`config.mk`:
```
export PLATFORM = sky130hd
export DESIGN_NAME = mycpu_top
export DESIGN_NICKNAME = d
export VERILOG_FILES = /design/src/cpu_pkg.sv /design/src/cpu_alu.sv /design/src/cpu_regfile.sv /design/src/cpu_control_fsm.sv /design/src/cpu_datapath.sv /design/src/cp0_timer.sv /design/src/mycpu_top.sv
export SDC_FILE = /design/constraint.sdc
export NUM_CORES = 2
export LEC_CHECK = 0
export ABC_CLOCK_PERIOD_IN_PS = 7500
export BUFFER_PORTS_ARGS = -buffer_cell sky130_fd_sc_hd__buf_2
export CORE_MARGIN = 4
export CORE_UTILIZATION = 47
export CTS_CLUSTER_SIZE = 12
export DETAILED_ROUTE_END_ITERATION = 6
export PLACE_DENSITY = 0.67
export SETUP_SLACK_MARGIN = 0.3
export SLEW_MARGIN = 20
export SYNTH_ARGS = -nofsm -noshare
export SYNTH_HDL_FRONTEND = slang
export SYNTH_SLANG_ARGS = --single-unit
```
`constraint.sdc`:
```
create_clock -name clk -period 7.5 [get_ports clk]
set_input_delay 0.375 -clock clk [delete_from_list [all_inputs] [get_ports clk]]
set_output_delay 0.375 -clock clk [all_outputs]
set_load 0.005 [all_outputs]
```
`src/cpu_pkg.sv`:
```
// MIPS subset core definitions
`default_nettype none

package cpu_pkg;

    typedef enum logic [5:0] {
        OP_SPECIAL = 6'h00,
        OP_J       = 6'h02,
        OP_BEQ     = 6'h04,
        OP_BNE     = 6'h05,
        OP_ADDIU   = 6'h09,
        OP_ORI     = 6'h0d,
        OP_LUI     = 6'h0f,
        OP_COP0    = 6'h10,
        OP_LW      = 6'h23,
        OP_SW      = 6'h2b
    } opcode_e;

    typedef enum logic [5:0] {
        FN_ADDU = 6'h21,
        FN_SUBU = 6'h23,
        FN_AND  = 6'h24,
        FN_OR   = 6'h25,
        FN_SLT  = 6'h2a
    } funct_e;

    typedef enum logic [2:0] {
        ALU_ADD,
        ALU_SUB,
        ALU_AND,
        ALU_OR,
        ALU_SLT,
        ALU_LUI
    } alu_op_e;

    typedef enum logic [2:0] {
        S_FETCH,
        S_DECODE,
        S_EXECUTE,
        S_MEMORY,
        S_WRITEBACK,
        S_TRAP
    } cpu_state_e;

    typedef enum logic [4:0] {
        CP0_COUNT   = 5'd9,
        CP0_COMPARE = 5'd11,
        CP0_STATUS  = 5'd12,
        CP0_CAUSE   = 5'd13,
        CP0_EPC     = 5'd14
    } cp0_reg_e;

    // writeback source select
    localparam logic [1:0] WB_ALU = 2'd0;
    localparam logic [1:0] WB_MEM = 2'd1;
    localparam logic [1:0] WB_CP0 = 2'd2;

    // next pc select, TARGET covers both branch and jump
    localparam logic [1:0] PC_SEQ    = 2'd0;
    localparam logic [1:0] PC_TARGET = 2'd1;
    localparam logic [1:0] PC_EPC    = 2'd2;
    localparam logic [1:0] PC_VECTOR = 2'd3;

endpackage

`default_nettype wire

```
`src/cpu_alu.sv`:
```
// Subset ALU
`timescale 1ns/1ps
`default_nettype none

module cpu_alu import cpu_pkg::*; (
    input  wire logic [31:0] a_i,
    input  wire logic [31:0] b_i,
    input  alu_op_e          op_i,
    output logic [31:0]      result_o,
    output logic             zero_o
);

    always_comb begin
        case (op_i)
            ALU_SUB: result_o = a_i - b_i;
            ALU_AND: result_o = a_i & b_i;
            ALU_OR:  result_o = a_i | b_i;
            ALU_SLT: result_o = {31'd0, $signed(a_i) < $signed(b_i)};
            ALU_LUI: result_o = {b_i[15:0], 16'h0000}; // immediate to upper half
            default: result_o = a_i + b_i;
        endcase
    end

    assign zero_o = (result_o == 32'd0);

endmodule

`default_nettype wire

```
`src/cpu_regfile.sv`:
```
// General purpose register file
`timescale 1ns/1ps
`default_nettype none

module cpu_regfile (
    input  wire logic        clk,
    input  wire logic        reset_i,
    input  wire logic [4:0]  raddr_a_i,
    input  wire logic [4:0]  raddr_b_i,
    output logic [31:0]      rdata_a_o,
    output logic [31:0]      rdata_b_o,
    input  wire logic        we_i,
    input  wire logic [4:0]  waddr_i,
    input  wire logic [31:0] wdata_i
);

    logic [31:0] regs [32];

    always_ff @(posedge clk) begin
        if (reset_i) begin
            for (int i = 0; i < 32; i++) begin
                regs[i] <= 32'd0;
            end
        end else if (we_i && (waddr_i != 5'd0)) begin // $zero stays zero
            regs[waddr_i] <= wdata_i;
        end
    end

    assign rdata_a_o = regs[raddr_a_i];
    assign rdata_b_o = regs[raddr_b_i];

endmodule

`default_nettype wire

```
`src/cpu_control_fsm.sv`:
```
// Multicycle control FSM
`timescale 1ns/1ps
`default_nettype none

module cpu_control_fsm import cpu_pkg::*; (
    input  wire logic       clk,
    input  wire logic       reset_i,
    input  opcode_e         opcode_i,
    input  funct_e          funct_i,
    input  wire logic [4:0] rs_field_i,
    input  wire logic       zero_i,
    input  wire logic       irq_pending_i,
    output cpu_state_e      state_o,
    output logic            pc_write_o,
    output logic            ir_write_o,
    output alu_op_e         alu_op_o,
    output logic            alu_src_imm_o,
    output logic            reg_write_o,
    output logic [1:0]      wb_sel_o,
    output logic            dst_rt_o,
    output logic [1:0]      pc_sel_o,
    output logic            mem_read_o,
    output logic            mem_write_o,
    output logic            cp0_write_o,
    output logic            take_irq_o,
    output logic            do_eret_o
);

    cpu_state_e state_q, state_d;
    logic is_mfc0, is_mtc0, is_eret;

    assign is_mfc0 = (opcode_i == OP_COP0) && (rs_field_i == 5'b00000);
    assign is_mtc0 = (opcode_i == OP_COP0) && (rs_field_i == 5'b00100);
    assign is_eret = (opcode_i == OP_COP0) && (rs_field_i == 5'b10000);

    always_ff @(posedge clk) begin
        if (reset_i) begin
            state_q <= S_FETCH;
        end else begin
            state_q <= state_d;
        end
    end

    assign state_o = state_q;

    // datapath steering from the instruction register alone
    always_comb begin
        alu_op_o      = ALU_ADD;
        alu_src_imm_o = 1'b1;
        wb_sel_o      = WB_ALU;
        dst_rt_o      = 1'b1;
        case (opcode_i)
            OP_SPECIAL: begin
                alu_src_imm_o = 1'b0;
                dst_rt_o      = 1'b0; // rd
                case (funct_i)
                    FN_SUBU: alu_op_o = ALU_SUB;
                    FN_AND:  alu_op_o = ALU_AND;
                    FN_OR:   alu_op_o = ALU_OR;
                    FN_SLT:  alu_op_o = ALU_SLT;
                    default: alu_op_o = ALU_ADD;
                endcase
            end
            OP_ORI:  alu_op_o = ALU_OR;
            OP_LUI:  alu_op_o = ALU_LUI;
            OP_LW:   wb_sel_o = WB_MEM;
            OP_COP0: wb_sel_o = WB_CP0;
            OP_BEQ, OP_BNE: begin
                alu_op_o      = ALU_SUB; // compare rs and rt
                alu_src_imm_o = 1'b0;
            end
            default: ;
        endcase
    end

    always_comb begin
        state_d     = state_q;
        pc_write_o  = 1'b0;
        ir_write_o  = 1'b0;
        reg_write_o = 1'b0;
        pc_sel_o    = PC_SEQ;
        mem_read_o  = 1'b0;
        mem_write_o = 1'b0;
        cp0_write_o = 1'b0;
        take_irq_o  = 1'b0;
        do_eret_o   = 1'b0;
        case (state_q)
            S_FETCH: state_d = irq_pending_i ? S_TRAP : S_DECODE;
            S_DECODE: begin
                ir_write_o = 1'b1;
                pc_write_o = 1'b1; // pc + 4
                state_d    = S_EXECUTE;
            end
            S_EXECUTE: begin
                state_d  = S_FETCH;
                pc_sel_o = PC_TARGET;
                case (opcode_i)
                    OP_SPECIAL, OP_ADDIU, OP_ORI, OP_LUI: state_d = S_WRITEBACK;
                    OP_LW, OP_SW: state_d = S_MEMORY;
                    OP_BEQ: pc_write_o = zero_i;
                    OP_BNE: pc_write_o = !zero_i;
                    OP_J:   pc_write_o = 1'b1;
                    OP_COP0: begin
                        cp0_write_o = is_mtc0;
                        do_eret_o   = is_eret;
                        pc_write_o  = is_eret;
                        pc_sel_o    = PC_EPC;
                        if (is_mfc0) begin
                            state_d = S_WRITEBACK;
                        end
                    end
                    default: ;
                endcase
            end
            S_MEMORY: begin
                mem_read_o  = (opcode_i == OP_LW);
                mem_write_o = (opcode_i == OP_SW);
                state_d     = (opcode_i == OP_LW) ? S_WRITEBACK : S_FETCH;
            end
            S_WRITEBACK: begin
                reg_write_o = 1'b1;
                state_d     = S_FETCH;
            end
            S_TRAP: begin
                take_irq_o = 1'b1;
                pc_write_o = 1'b1;
                pc_sel_o   = PC_VECTOR;
                state_d    = S_FETCH;
            end
            default: state_d = S_FETCH;
        endcase
    end

endmodule

`default_nettype wire

```
`src/cpu_datapath.sv`:
```
// Multicycle datapath
`timescale 1ns/1ps
`default_nettype none

module cpu_datapath import cpu_pkg::*; #(
    parameter logic [31:0] RESET_PC   = 32'hBFC00000,
    parameter logic [31:0] EXC_VECTOR = 32'hBFC00380
) (
    input  wire logic        clk,
    input  wire logic        reset_i,
    input  wire logic        pc_write_i,
    input  wire logic        ir_write_i,
    input  alu_op_e          alu_op_i,
    input  wire logic        alu_src_imm_i,
    input  wire logic        reg_write_i,
    input  wire logic [1:0]  wb_sel_i,
    input  wire logic        dst_rt_i,
    input  wire logic [1:0]  pc_sel_i,
    input  wire logic [31:0] epc_i,
    input  wire logic [31:0] cp0_rdata_i,
    input  wire logic [31:0] inst_rdata_i,
    input  wire logic [31:0] data_rdata_i,
    output opcode_e          opcode_o,
    output funct_e           funct_o,
    output logic [4:0]       rs_field_o,
    output logic             zero_o,
    output logic [31:0]      pc_o,
    output logic [31:0]      inst_addr_o,
    output logic [31:0]      data_addr_o,
    output logic [31:0]      data_wdata_o,
    output cp0_reg_e         cp0_addr_o,
    output logic [31:0]      cp0_wdata_o,
    output logic [31:0]      wb_pc_o,
    output logic             wb_wen_o,
    output logic [4:0]       wb_wnum_o,
    output logic [31:0]      wb_wdata_o
);

    logic [31:0] pc_q, ir_q, ir_pc_q, a_q, b_q, alu_out_q;
    logic [31:0] rdata_a, rdata_b, imm_ext, alu_b, alu_result, target, wb_data;
    logic [4:0]  dst;

    always_ff @(posedge clk) begin
        if (reset_i) begin
            pc_q <= RESET_PC;
        end else if (pc_write_i) begin
            case (pc_sel_i)
                PC_SEQ:    pc_q <= pc_q + 32'd4;
                PC_TARGET: pc_q <= target;
                PC_EPC:    pc_q <= epc_i;
                default:   pc_q <= EXC_VECTOR;
            endcase
        end
    end

    // operands are read while the fetched word is on the bus
    always_ff @(posedge clk) begin
        if (ir_write_i) begin
            ir_q    <= inst_rdata_i;
            ir_pc_q <= pc_q;
            a_q     <= rdata_a;
            b_q     <= rdata_b;
        end
        alu_out_q <= alu_result;
    end

    assign imm_ext = (opcode_o == OP_ORI) ? {16'h0000, ir_q[15:0]}
                                          : {{16{ir_q[15]}}, ir_q[15:0]};
    assign alu_b   = alu_src_imm_i ? imm_ext : b_q;

    // pc_q already holds pc + 4 in execute
    assign target = (opcode_o == OP_J) ? {pc_q[31:28], ir_q[25:0], 2'b00}
                                       : pc_q + {imm_ext[29:0], 2'b00};

    always_comb begin
        case (wb_sel_i)
            WB_MEM:  wb_data = data_rdata_i;
            WB_CP0:  wb_data = cp0_rdata_i;
            default: wb_data = alu_out_q;
        endcase
    end

    assign dst = dst_rt_i ? ir_q[20:16] : ir_q[15:11];

    cpu_regfile regfile_i (
        .clk       (clk),
        .reset_i   (reset_i),
        .raddr_a_i (inst_rdata_i[25:21]),
        .raddr_b_i (inst_rdata_i[20:16]),
        .rdata_a_o (rdata_a),
        .rdata_b_o (rdata_b),
        .we_i      (reg_write_i),
        .waddr_i   (dst),
        .wdata_i   (wb_data)
    );

    cpu_alu alu_i (
        .a_i      (a_q),
        .b_i      (alu_b),
        .op_i     (alu_op_i),
        .result_o (alu_result),
        .zero_o   (zero_o)
    );

    assign opcode_o     = opcode_e'(ir_q[31:26]);
    assign funct_o      = funct_e'(ir_q[5:0]);
    assign rs_field_o   = ir_q[25:21];
    assign pc_o         = pc_q;
    assign inst_addr_o  = pc_q;
    assign data_addr_o  = alu_out_q;
    assign data_wdata_o = b_q;
    assign cp0_addr_o   = cp0_reg_e'(ir_q[15:11]);
    assign cp0_wdata_o  = b_q; // rt
    assign wb_pc_o      = ir_pc_q;
    assign wb_wen_o     = reg_write_i && (dst != 5'd0); // $zero writes are not reported
    assign wb_wnum_o    = dst;
    assign wb_wdata_o   = wb_data;

endmodule

`default_nettype wire

```
`src/cp0_timer.sv`:
```
// Coprocessor 0 and timer
`timescale 1ns/1ps
`default_nettype none

module cp0_timer import cpu_pkg::*; (
    input  wire logic        clk,
    input  wire logic        reset_i,
    input  cp0_reg_e         addr_i,
    input  wire logic [31:0] wdata_i,
    input  wire logic        write_i,
    input  wire logic        take_irq_i,
    input  wire logic        do_eret_i,
    input  wire logic [31:0] pc_i,
    output logic [31:0]      rdata_o,
    output logic [31:0]      epc_o,
    output logic             irq_pending_o
);

    logic [31:0] count_q, compare_q, epc_q;
    logic        ip7_q, ie_q, exl_q;

    always_ff @(posedge clk) begin
        if (reset_i) begin
            count_q <= 32'd0;
            ip7_q   <= 1'b0;
            ie_q    <= 1'b0;
            exl_q   <= 1'b0;
        end else begin
            count_q <= count_q + 32'd1;
            if (count_q == compare_q) begin
                ip7_q <= 1'b1;
            end
            if (write_i) begin
                case (addr_i)
                    CP0_COUNT:   count_q <= wdata_i;
                    CP0_COMPARE: ip7_q   <= 1'b0; // acknowledges the timer
                    CP0_STATUS: begin
                        ie_q  <= wdata_i[0];
                        exl_q <= wdata_i[1];
                    end
                    default: ;
                endcase
            end
            if (take_irq_i) begin
                exl_q <= 1'b1;
            end else if (do_eret_i) begin
                exl_q <= 1'b0;
            end
        end
    end

    // payload registers, written only by software or trap entry
    always_ff @(posedge clk) begin
        if (write_i && (addr_i == CP0_COMPARE)) begin
            compare_q <= wdata_i;
        end
        if (take_irq_i) begin
            epc_q <= pc_i;
        end else if (write_i && (addr_i == CP0_EPC)) begin
            epc_q <= wdata_i;
        end
    end

    always_comb begin
        case (addr_i)
            CP0_COUNT:   rdata_o = count_q;
            CP0_COMPARE: rdata_o = compare_q;
            CP0_STATUS:  rdata_o = {30'd0, exl_q, ie_q};
            CP0_CAUSE:   rdata_o = {16'd0, ip7_q, 15'd0};
            CP0_EPC:     rdata_o = epc_q;
            default:     rdata_o = 32'd0;
        endcase
    end

    assign epc_o         = epc_q;
    assign irq_pending_o = ip7_q && ie_q && !exl_q;

endmodule

`default_nettype wire

```
`src/mycpu_top.sv`:
```
// Multicycle MIPS core top
`timescale 1ns/1ps
`default_nettype none

module mycpu_top import cpu_pkg::*; #(
    parameter logic [31:0] RESET_PC   = 32'hBFC00000,
    parameter logic [31:0] EXC_VECTOR = 32'hBFC00380
) (
    input  wire logic        clk,
    input  wire logic        reset_i,
    output logic             inst_sram_en_o,
    output logic [3:0]       inst_sram_wen_o,
    output logic [31:0]      inst_sram_addr_o,
    output logic [31:0]      inst_sram_wdata_o,
    input  wire logic [31:0] inst_sram_rdata_i,
    output logic             data_sram_en_o,
    output logic [3:0]       data_sram_wen_o,
    output logic [31:0]      data_sram_addr_o,
    output logic [31:0]      data_sram_wdata_o,
    input  wire logic [31:0] data_sram_rdata_i,
    output logic [31:0]      debug_wb_pc_o,
    output logic [3:0]       debug_wb_rf_wen_o,
    output logic [4:0]       debug_wb_rf_wnum_o,
    output logic [31:0]      debug_wb_rf_wdata_o
);

    cpu_state_e  state;
    opcode_e     opcode;
    funct_e      funct;
    alu_op_e     alu_op;
    cp0_reg_e    cp0_addr;
    logic [4:0]  rs_field;
    logic [1:0]  wb_sel, pc_sel;
    logic [31:0] pc, epc, cp0_rdata, cp0_wdata;
    logic        zero, irq_pending, pc_write, ir_write, alu_src_imm, reg_write, dst_rt;
    logic        mem_read, mem_write, cp0_write, take_irq, do_eret, wb_wen;

    cpu_control_fsm fsm_i (
        .clk           (clk),
        .reset_i       (reset_i),
        .opcode_i      (opcode),
        .funct_i       (funct),
        .rs_field_i    (rs_field),
        .zero_i        (zero),
        .irq_pending_i (irq_pending),
        .state_o       (state),
        .pc_write_o    (pc_write),
        .ir_write_o    (ir_write),
        .alu_op_o      (alu_op),
        .alu_src_imm_o (alu_src_imm),
        .reg_write_o   (reg_write),
        .wb_sel_o      (wb_sel),
        .dst_rt_o      (dst_rt),
        .pc_sel_o      (pc_sel),
        .mem_read_o    (mem_read),
        .mem_write_o   (mem_write),
        .cp0_write_o   (cp0_write),
        .take_irq_o    (take_irq),
        .do_eret_o     (do_eret)
    );

    cpu_datapath #(
        .RESET_PC   (RESET_PC),
        .EXC_VECTOR (EXC_VECTOR)
    ) datapath_i (
        .clk           (clk),
        .reset_i       (reset_i),
        .pc_write_i    (pc_write),
        .ir_write_i    (ir_write),
        .alu_op_i      (alu_op),
        .alu_src_imm_i (alu_src_imm),
        .reg_write_i   (reg_write),
        .wb_sel_i      (wb_sel),
        .dst_rt_i      (dst_rt),
        .pc_sel_i      (pc_sel),
        .epc_i         (epc),
        .cp0_rdata_i   (cp0_rdata),
        .inst_rdata_i  (inst_sram_rdata_i),
        .data_rdata_i  (data_sram_rdata_i),
        .opcode_o      (opcode),
        .funct_o       (funct),
        .rs_field_o    (rs_field),
        .zero_o        (zero),
        .pc_o          (pc),
        .inst_addr_o   (inst_sram_addr_o),
        .data_addr_o   (data_sram_addr_o),
        .data_wdata_o  (data_sram_wdata_o),
        .cp0_addr_o    (cp0_addr),
        .cp0_wdata_o   (cp0_wdata),
        .wb_pc_o       (debug_wb_pc_o),
        .wb_wen_o      (wb_wen),
        .wb_wnum_o     (debug_wb_rf_wnum_o),
        .wb_wdata_o    (debug_wb_rf_wdata_o)
    );

    cp0_timer cp0_i (
        .clk           (clk),
        .reset_i       (reset_i),
        .addr_i        (cp0_addr),
        .wdata_i       (cp0_wdata),
        .write_i       (cp0_write),
        .take_irq_i    (take_irq),
        .do_eret_i     (do_eret),
        .pc_i          (pc),
        .rdata_o       (cp0_rdata),
        .epc_o         (epc),
        .irq_pending_o (irq_pending)
    );

    // no fetch in the cycle that diverts to the trap state
    assign inst_sram_en_o    = (state == S_FETCH) && !irq_pending && !reset_i;
    assign inst_sram_wen_o   = 4'b0000;
    assign inst_sram_wdata_o = 32'd0;

    assign data_sram_en_o    = mem_read || mem_write;
    assign data_sram_wen_o   = mem_write ? 4'b1111 : 4'b0000;

    assign debug_wb_rf_wen_o = {4{wb_wen}};

endmodule

`default_nettype wire

```
; ---- After elaboration in Yosys (flattened, before gate mapping)
; Memories as Yosys holds them, arrays and structs flattened. A register that Yosys moved wholly into a read port is not among the register bits.
; Cells that the tools add are included.
; Widths: inputs -> output; s select.
[classes]
add_sub_neg = 5
n_lt_le_gt_ge = 1
eq_ne = 36
muxes = 49
n_bitwise = 2
n_reduce_logical = 33
[op_table]
columns = op, n
row1 = $pmux 32 s5, 2
row2 = $mux 32, 8
row3 = $pmux 32 s3, 1
row4 = $add 32x32->32, 2
row5 = $pmux 32 s2, 1
row6 = $eq 6x6->1 const B, 6
row7 = $pmux 3 s4, 3
row8 = $add 32x1->32 const B, 1
row9 = $add 32x3->32 const B, 1
row10 = $and 32x32->32, 1
row11 = $eq 32x32->1, 1
row12 = $logic_not 32->1, 1
row13 = $lt 32x32->1, 1
row14 = $or 32x32->32, 1
row15 = $reduce_or 32->1, 1
row16 = $sub 32x32->32, 1
row17 = $eq 5x4->1 const B, 5
row18 = $mux 1, 22
row19 = $eq 6x4->1 const B, 3
row20 = $eq 3x2->1 const B, 4
row21 = $eq 3x3->1 const B, 4
row22 = $eq 6x3->1 const B, 2
row23 = $logic_and 1x1->1, 10
row24 = $mux 5, 2
row25 = other kinds (28), 42
[word_totals]
ff_bits = 230
mem_bits_rw = 1024
in_bits = 66
out_inout_bits = 211
word_cells = 139
memories = 1
[mem_list]
columns = name, words, width, rd, rd_ports_with_merged_regs, write_ports, line
row1 = datapath_i.regfile_i.regs, 32, 32, 2, 2, 32, cpu_regfile.sv:17  ; logic [31:0] regs [32];

; ---- Depth between registers and ports, before layout
[logic_depth]
depth_word = 10
depth_mapped = 26
ltp_nobuf = 20

; ---- Modules after synthesis
; From an unflattened synthesis, not the netlist that was laid out.
[unflattened]
hier_cells = 7038
hier_area_um2 = 77434.3
[modules_own_cells]
columns = module, n_inst, cells_per_inst, area_per_inst_um2, seq_area_each_um2
row1 = cpu_regfile, 1, 4605, 55902.4, 30749.5
row2 = cpu_datapath, 1, 979, 10032.1, 5124.9
row3 = cpu_alu, 1, 885, 5645.4, 0.0
row4 = cp0_timer, 1, 453, 5033.6, 2622.5
row5 = cpu_control_fsm, 1, 68, 469.2, 60.1
row6 = mycpu_top, 1, 48, 351.6, 0.0

; ---- Least setup slack after synthesis
; OpenSTA, ideal clock, no wires.
[synth_path]
kind = register -> register
startpoint = register fsm_i.state_q[0], in the netlist fsm_i.state_o[0]
endpoint = register datapath_i.a_q[0], read port of datapath_i.regfile_i.regs, enable pin
setup_ns = 0.616
t_arrival_ns = 5.911
t_required_ns = 6.884
slack_ns = 0.973
stages_incl_launch_ff = 4
path_buffers = 1
synth_period_minus_slack_ns = 6.527
cell_sequence = dfxtp_1 clkbuf_1 nand2b_1 nor2_1
[synth_between]
elab_chain_len = 2
[synth_lines]
columns = item, line
row1 = from (decl), cpu_control_fsm.sv:29  ; cpu_state_e state_q, state_d;
row2 = from (signal assigned), cpu_control_fsm.sv:40  ; state_q <= state_d;
row3 = $eq 3x1->1, cpu_control_fsm.sv:87  ; case (state_q)
row4 = $mux 1, cpu_control_fsm.sv:87
row5 = to (decl), cpu_datapath.sv:39  ; logic [31:0] pc_q, ir_q, ir_pc_q, a_q, b_q, alu_out_q;
; Every way passes these cells.
; A chain may end at the register's enable or synchronous reset.

; ---- Worst setup path in the final report
[layout_path]
startpoint = register datapath_i.ir_q[27]
endpoint = register datapath_i.pc_q[21], in the netlist datapath_i.inst_addr_o[21]
[layout_between]
elab_chain_len = 9
word_cells_on_any_way = 36
cone_classes = add/sub (3) / order compare (1) / eq/ne (13) / mux (10) / bitwise (2) / reduce/logical (7)
[layout_lines]
columns = item, line
row1 = from (decl), cpu_datapath.sv:39
row2 = from (signal assigned), cpu_datapath.sv:59  ; ir_q <= inst_rdata_i;
row3 = "$eq 6x3->1, or another cell as far along", "cpu_control_fsm.sv:52, cpu_control_fsm.sv:97"
row4 = "$reduce_or 3->1 (no line), or another cell as far along", -
row5 = $mux 32 / $pmux 3 s4 (equally long branches), "cpu_datapath.sv:69, cpu_control_fsm.sv:52"
row6 = "$add 32x32->32, or another cell as far along", cpu_alu.sv:20  ; default: result_o = a_i + b_i;
row7 = $pmux 32 s5, cpu_alu.sv:14  ; case (op_i)
row8 = $logic_not 32->1, cpu_alu.sv:24  ; assign zero_o = (result_o == 32'd0);
row9 = $logic_not 1->1, cpu_control_fsm.sv:101  ; OP_BNE: pc_write_o = !zero_i;
row10 = $pmux 1 s4, cpu_control_fsm.sv:97  ; case (opcode_i)
row11 = $pmux 1 s2, cpu_control_fsm.sv:87
row12 = to (signal assigned), cpu_datapath.sv:48  ; PC_SEQ: pc_q <= pc_q + 32'd4;
row13 = to (signal assigned), cpu_datapath.sv:49  ; PC_TARGET: pc_q <= target;
row14 = to (signal assigned), cpu_datapath.sv:50  ; PC_EPC: pc_q <= epc_i;
row15 = to (decl), cpu_datapath.sv:39
; Parallel ways exist; a longest one is shown, timed or not. The select of a mux whose other input is x is not followed.

==> qor.yml <==
status: "complete, but fails checks"
violations: "design-rule violations"
slew_headroom: 0.180
grt_pass1_wl_um: 365000
area_growth_pct: 11.6
power.density_mw_per_mm2: 240
finalCritPeriodShare: 0.909
post-route-util: 0.528
cts_tree: "done"
track_usage: 0.321
clk_pin_slew_ns: 0.06
finalWeightedCongestion: 1.02
endpoint_kind: "flop"
final_cell_mix: "1216 x edfxtp_1, 1168 x nor2_1, 640 x mux4_2, 264 x nand2_1, 231 x buf_2"
rrSetupSlack_ns: 0.68
drive_gt1_frac: 0.249
syn_area_per_cell_um2: 13.1
reg2reg_from: "datapath_i.ir_q[27]"
top_register: "datapath_i.regfile_i.regs"
synth_edf_count: 1216
instances_no_fill: 7751
portBuffers: 240
grt_pass1_vias: 50300
crit_required_ns: 8.18
p_leak_nw: 29.4
seq_area_frac_synth: 0.535
cts-root-buf: "clkbuf_16"
wl_per_cell_um: 33.3
nets: 5808
final_common_cell: "edfxtp_1"
drt_wl_total_um: 258000
ys.flop_type: "edfxtp_1"
postRouteAntennaNets: 0
crit_type: "flop to flop"
worstMarginPinSlew_ns: 1.20
drt_iter0_markers: 8141
ys_ff_latch: 1318
grt.overflow.total: 0
syn_inst: 5496
vdd_drop_max_mv: 0.246
cp.arrival_ns: 7.50
dr.pass1.iters: 7
finalHoldViolCount: 0
dp_hpwl_um: 166000
start_kind: "flop"
maxCapViolations: 0
rsz0062_at_grt: "no"
slew_violations: 0
fin_tns_setup_ns: 0
critPathMaxFanout: 27
clockBufferDepth: 3
dieArea_mm2: 0.160
vias_per_cell: 6.70
hp-class: "primary input to flop"
yosys_warnings: 0
fin_skew_ns: 0.0403
startpoint: "datapath_i.ir_q[27]"
cts_made_buffers: 142
grt_max_degree: 114
antenna_found_initial: 13
vias: 51900
clk_latency_ns: 0.80
final.min_clock_period_ns: 6.82
worstRegToRegCells: 19
syn_area_mm2: 0.0721
die_y_um: 400
largest_reg_flops: 1024
r2r-end: "datapath_i.inst_addr_o[21]"
max_freq_ghz: 0.147
htree_levels: 4
route.detailed.drc: 4
cts_num_sinks: 1318
async_reset_ff_frac: 0
dp_cells: 7470
crit_end: "datapath_i.inst_addr_o[21]"
synth_cell_types: 101
total_power_w: 0.0193
io_pins: 277
rows: 143
core_area_mm2: 0.152
setup_viol: 0
die_w_um: 400
floorplan.initialDensity: 0.473
==> report_power, final <==
| group | switching, W | internal [W] |
|---|---|---|
| Sequential | 0.000446 | 0.00839 |
| Combinational | 0.00244 | 0.00127 |
| Clock | 0.00301 | 0.00379 |
| Total | 0.00589 | 0.0134 |
==> worst min path at each step <==
stage	start	endpoint	slack, ns	cells past startpoint
global placement	cp0_i.ie_q	cp0_i.ie_q	0.49	2
finish	inst_sram_rdata_i[24]	datapath_i.ir_q[24]	0.11	1
CTS	inst_sram_rdata_i[24]	datapath_i.ir_q[24]	0.06	1
detailed placement	cp0_i.ie_q	cp0_i.ie_q	0.50	2
floorplan	inst_sram_rdata_i[0]	datapath_i.ir_q[0]	0.47	0
global route	inst_sram_rdata_i[24]	datapath_i.ir_q[24]	0.07	1
==> layer usage <==
metal	wire (um)	vias to the layer above	global-route usage
met5	62	-	0
met4	15000	8	0.157
met3	36700	685	0.0935
met2	117000	4130	0.492
met1	89500	26100	0.421
li1	-	21100	-
==> Yosys cell counts (46+ instances only) <==
master	instances	share of area
nor3_1	66	0.0046
nand2_1	321	0.017
buf_1	59	0.0031
edfxtp_1	1216	0.51
a211oi_1	51	0.0053
buf_4	47	0.0049
nor2_1	1171	0.061
mux4_2	640	0.20
a21oi_1	150	0.010
xnor2_1	94	0.011
mux2_2	69	0.011
nand3_1	63	0.0044
clkbuf_1	386	0.020
dfxtp_1	102	0.028
o21ai_0	107	0.0074
a21o_1	46	0.0048
ha_1	130	0.023
inv_1	161	0.0084
==> final cells by class <==
type	instances	area, um2
flip-flops and latches	1318	38600
well taps	2030	2540
clock inverters	49	497
repair buffers	413	2720
multi-input cells	3572	31600
clock buffers	201	3910
inverters	162	608
diodes	6	15.0
fillers	12500	71800
==> cell families after synthesis <==
group,after synthesis,share of synthesized area
AOI/OAI and AO/OA,691,0.0671
xor gates and xnor gates,127,0.0154
adders and majority gates,133,0.0234
buffers and inverters,673,0.0383
DFF,1318,0.535
muxes,748,0.216
other,1,0.0000520
and+or+nand+nor,1805,0.105
==> stage by stage <==
| stage | area, um2 | hold slack, ns | setup WS [ns] |
|---|---|---|---|
| 5_1_grt | 80400 | 0.0726 | 0.411 |
| 4_1_cts | 80400 | 0.0587 | 0.498 |
| 3_3_place_gp | 75700 | 0.494 | 0.717 |
| 3_5_place_dp | 75700 | 0.501 | 0.551 |
| 2_1_floorplan | 72300 | 0.474 | 0.973 |
| 6_report | 80400 | 0.114 | 0.679 |
==> critical path: stages, from the launching register on <==
cell	delay, ns
edfxtp_1	0.55
nor4_4	0.43
a21boi_4	0.37
buf_4	0.21
mux2i_1	0.43
inv_1	0.18
fa_1	0.43
o21bai_1	0.27
a2111oi_0	0.18
o21ai_1	0.51
o21ai_0	0.34
a311o_1	0.35
a211o_1	0.28
nor4_1	0.33
nand4_1	0.35
nor4_4	0.49
a41o_1	0.26
buf_4	0.32
o22ai_1	0.13
a32o_1	0.27
==> repair_timing <==
item,4_1_cts,5_1_grt
gates resized for setup,0,1
endpoints found under the hold margin,22,0
buffers inserted,0,3
hold buffers,22,0
endpoints found under the setup margin,0,32
Note: power is estimated with default switching activity, not from simulation.
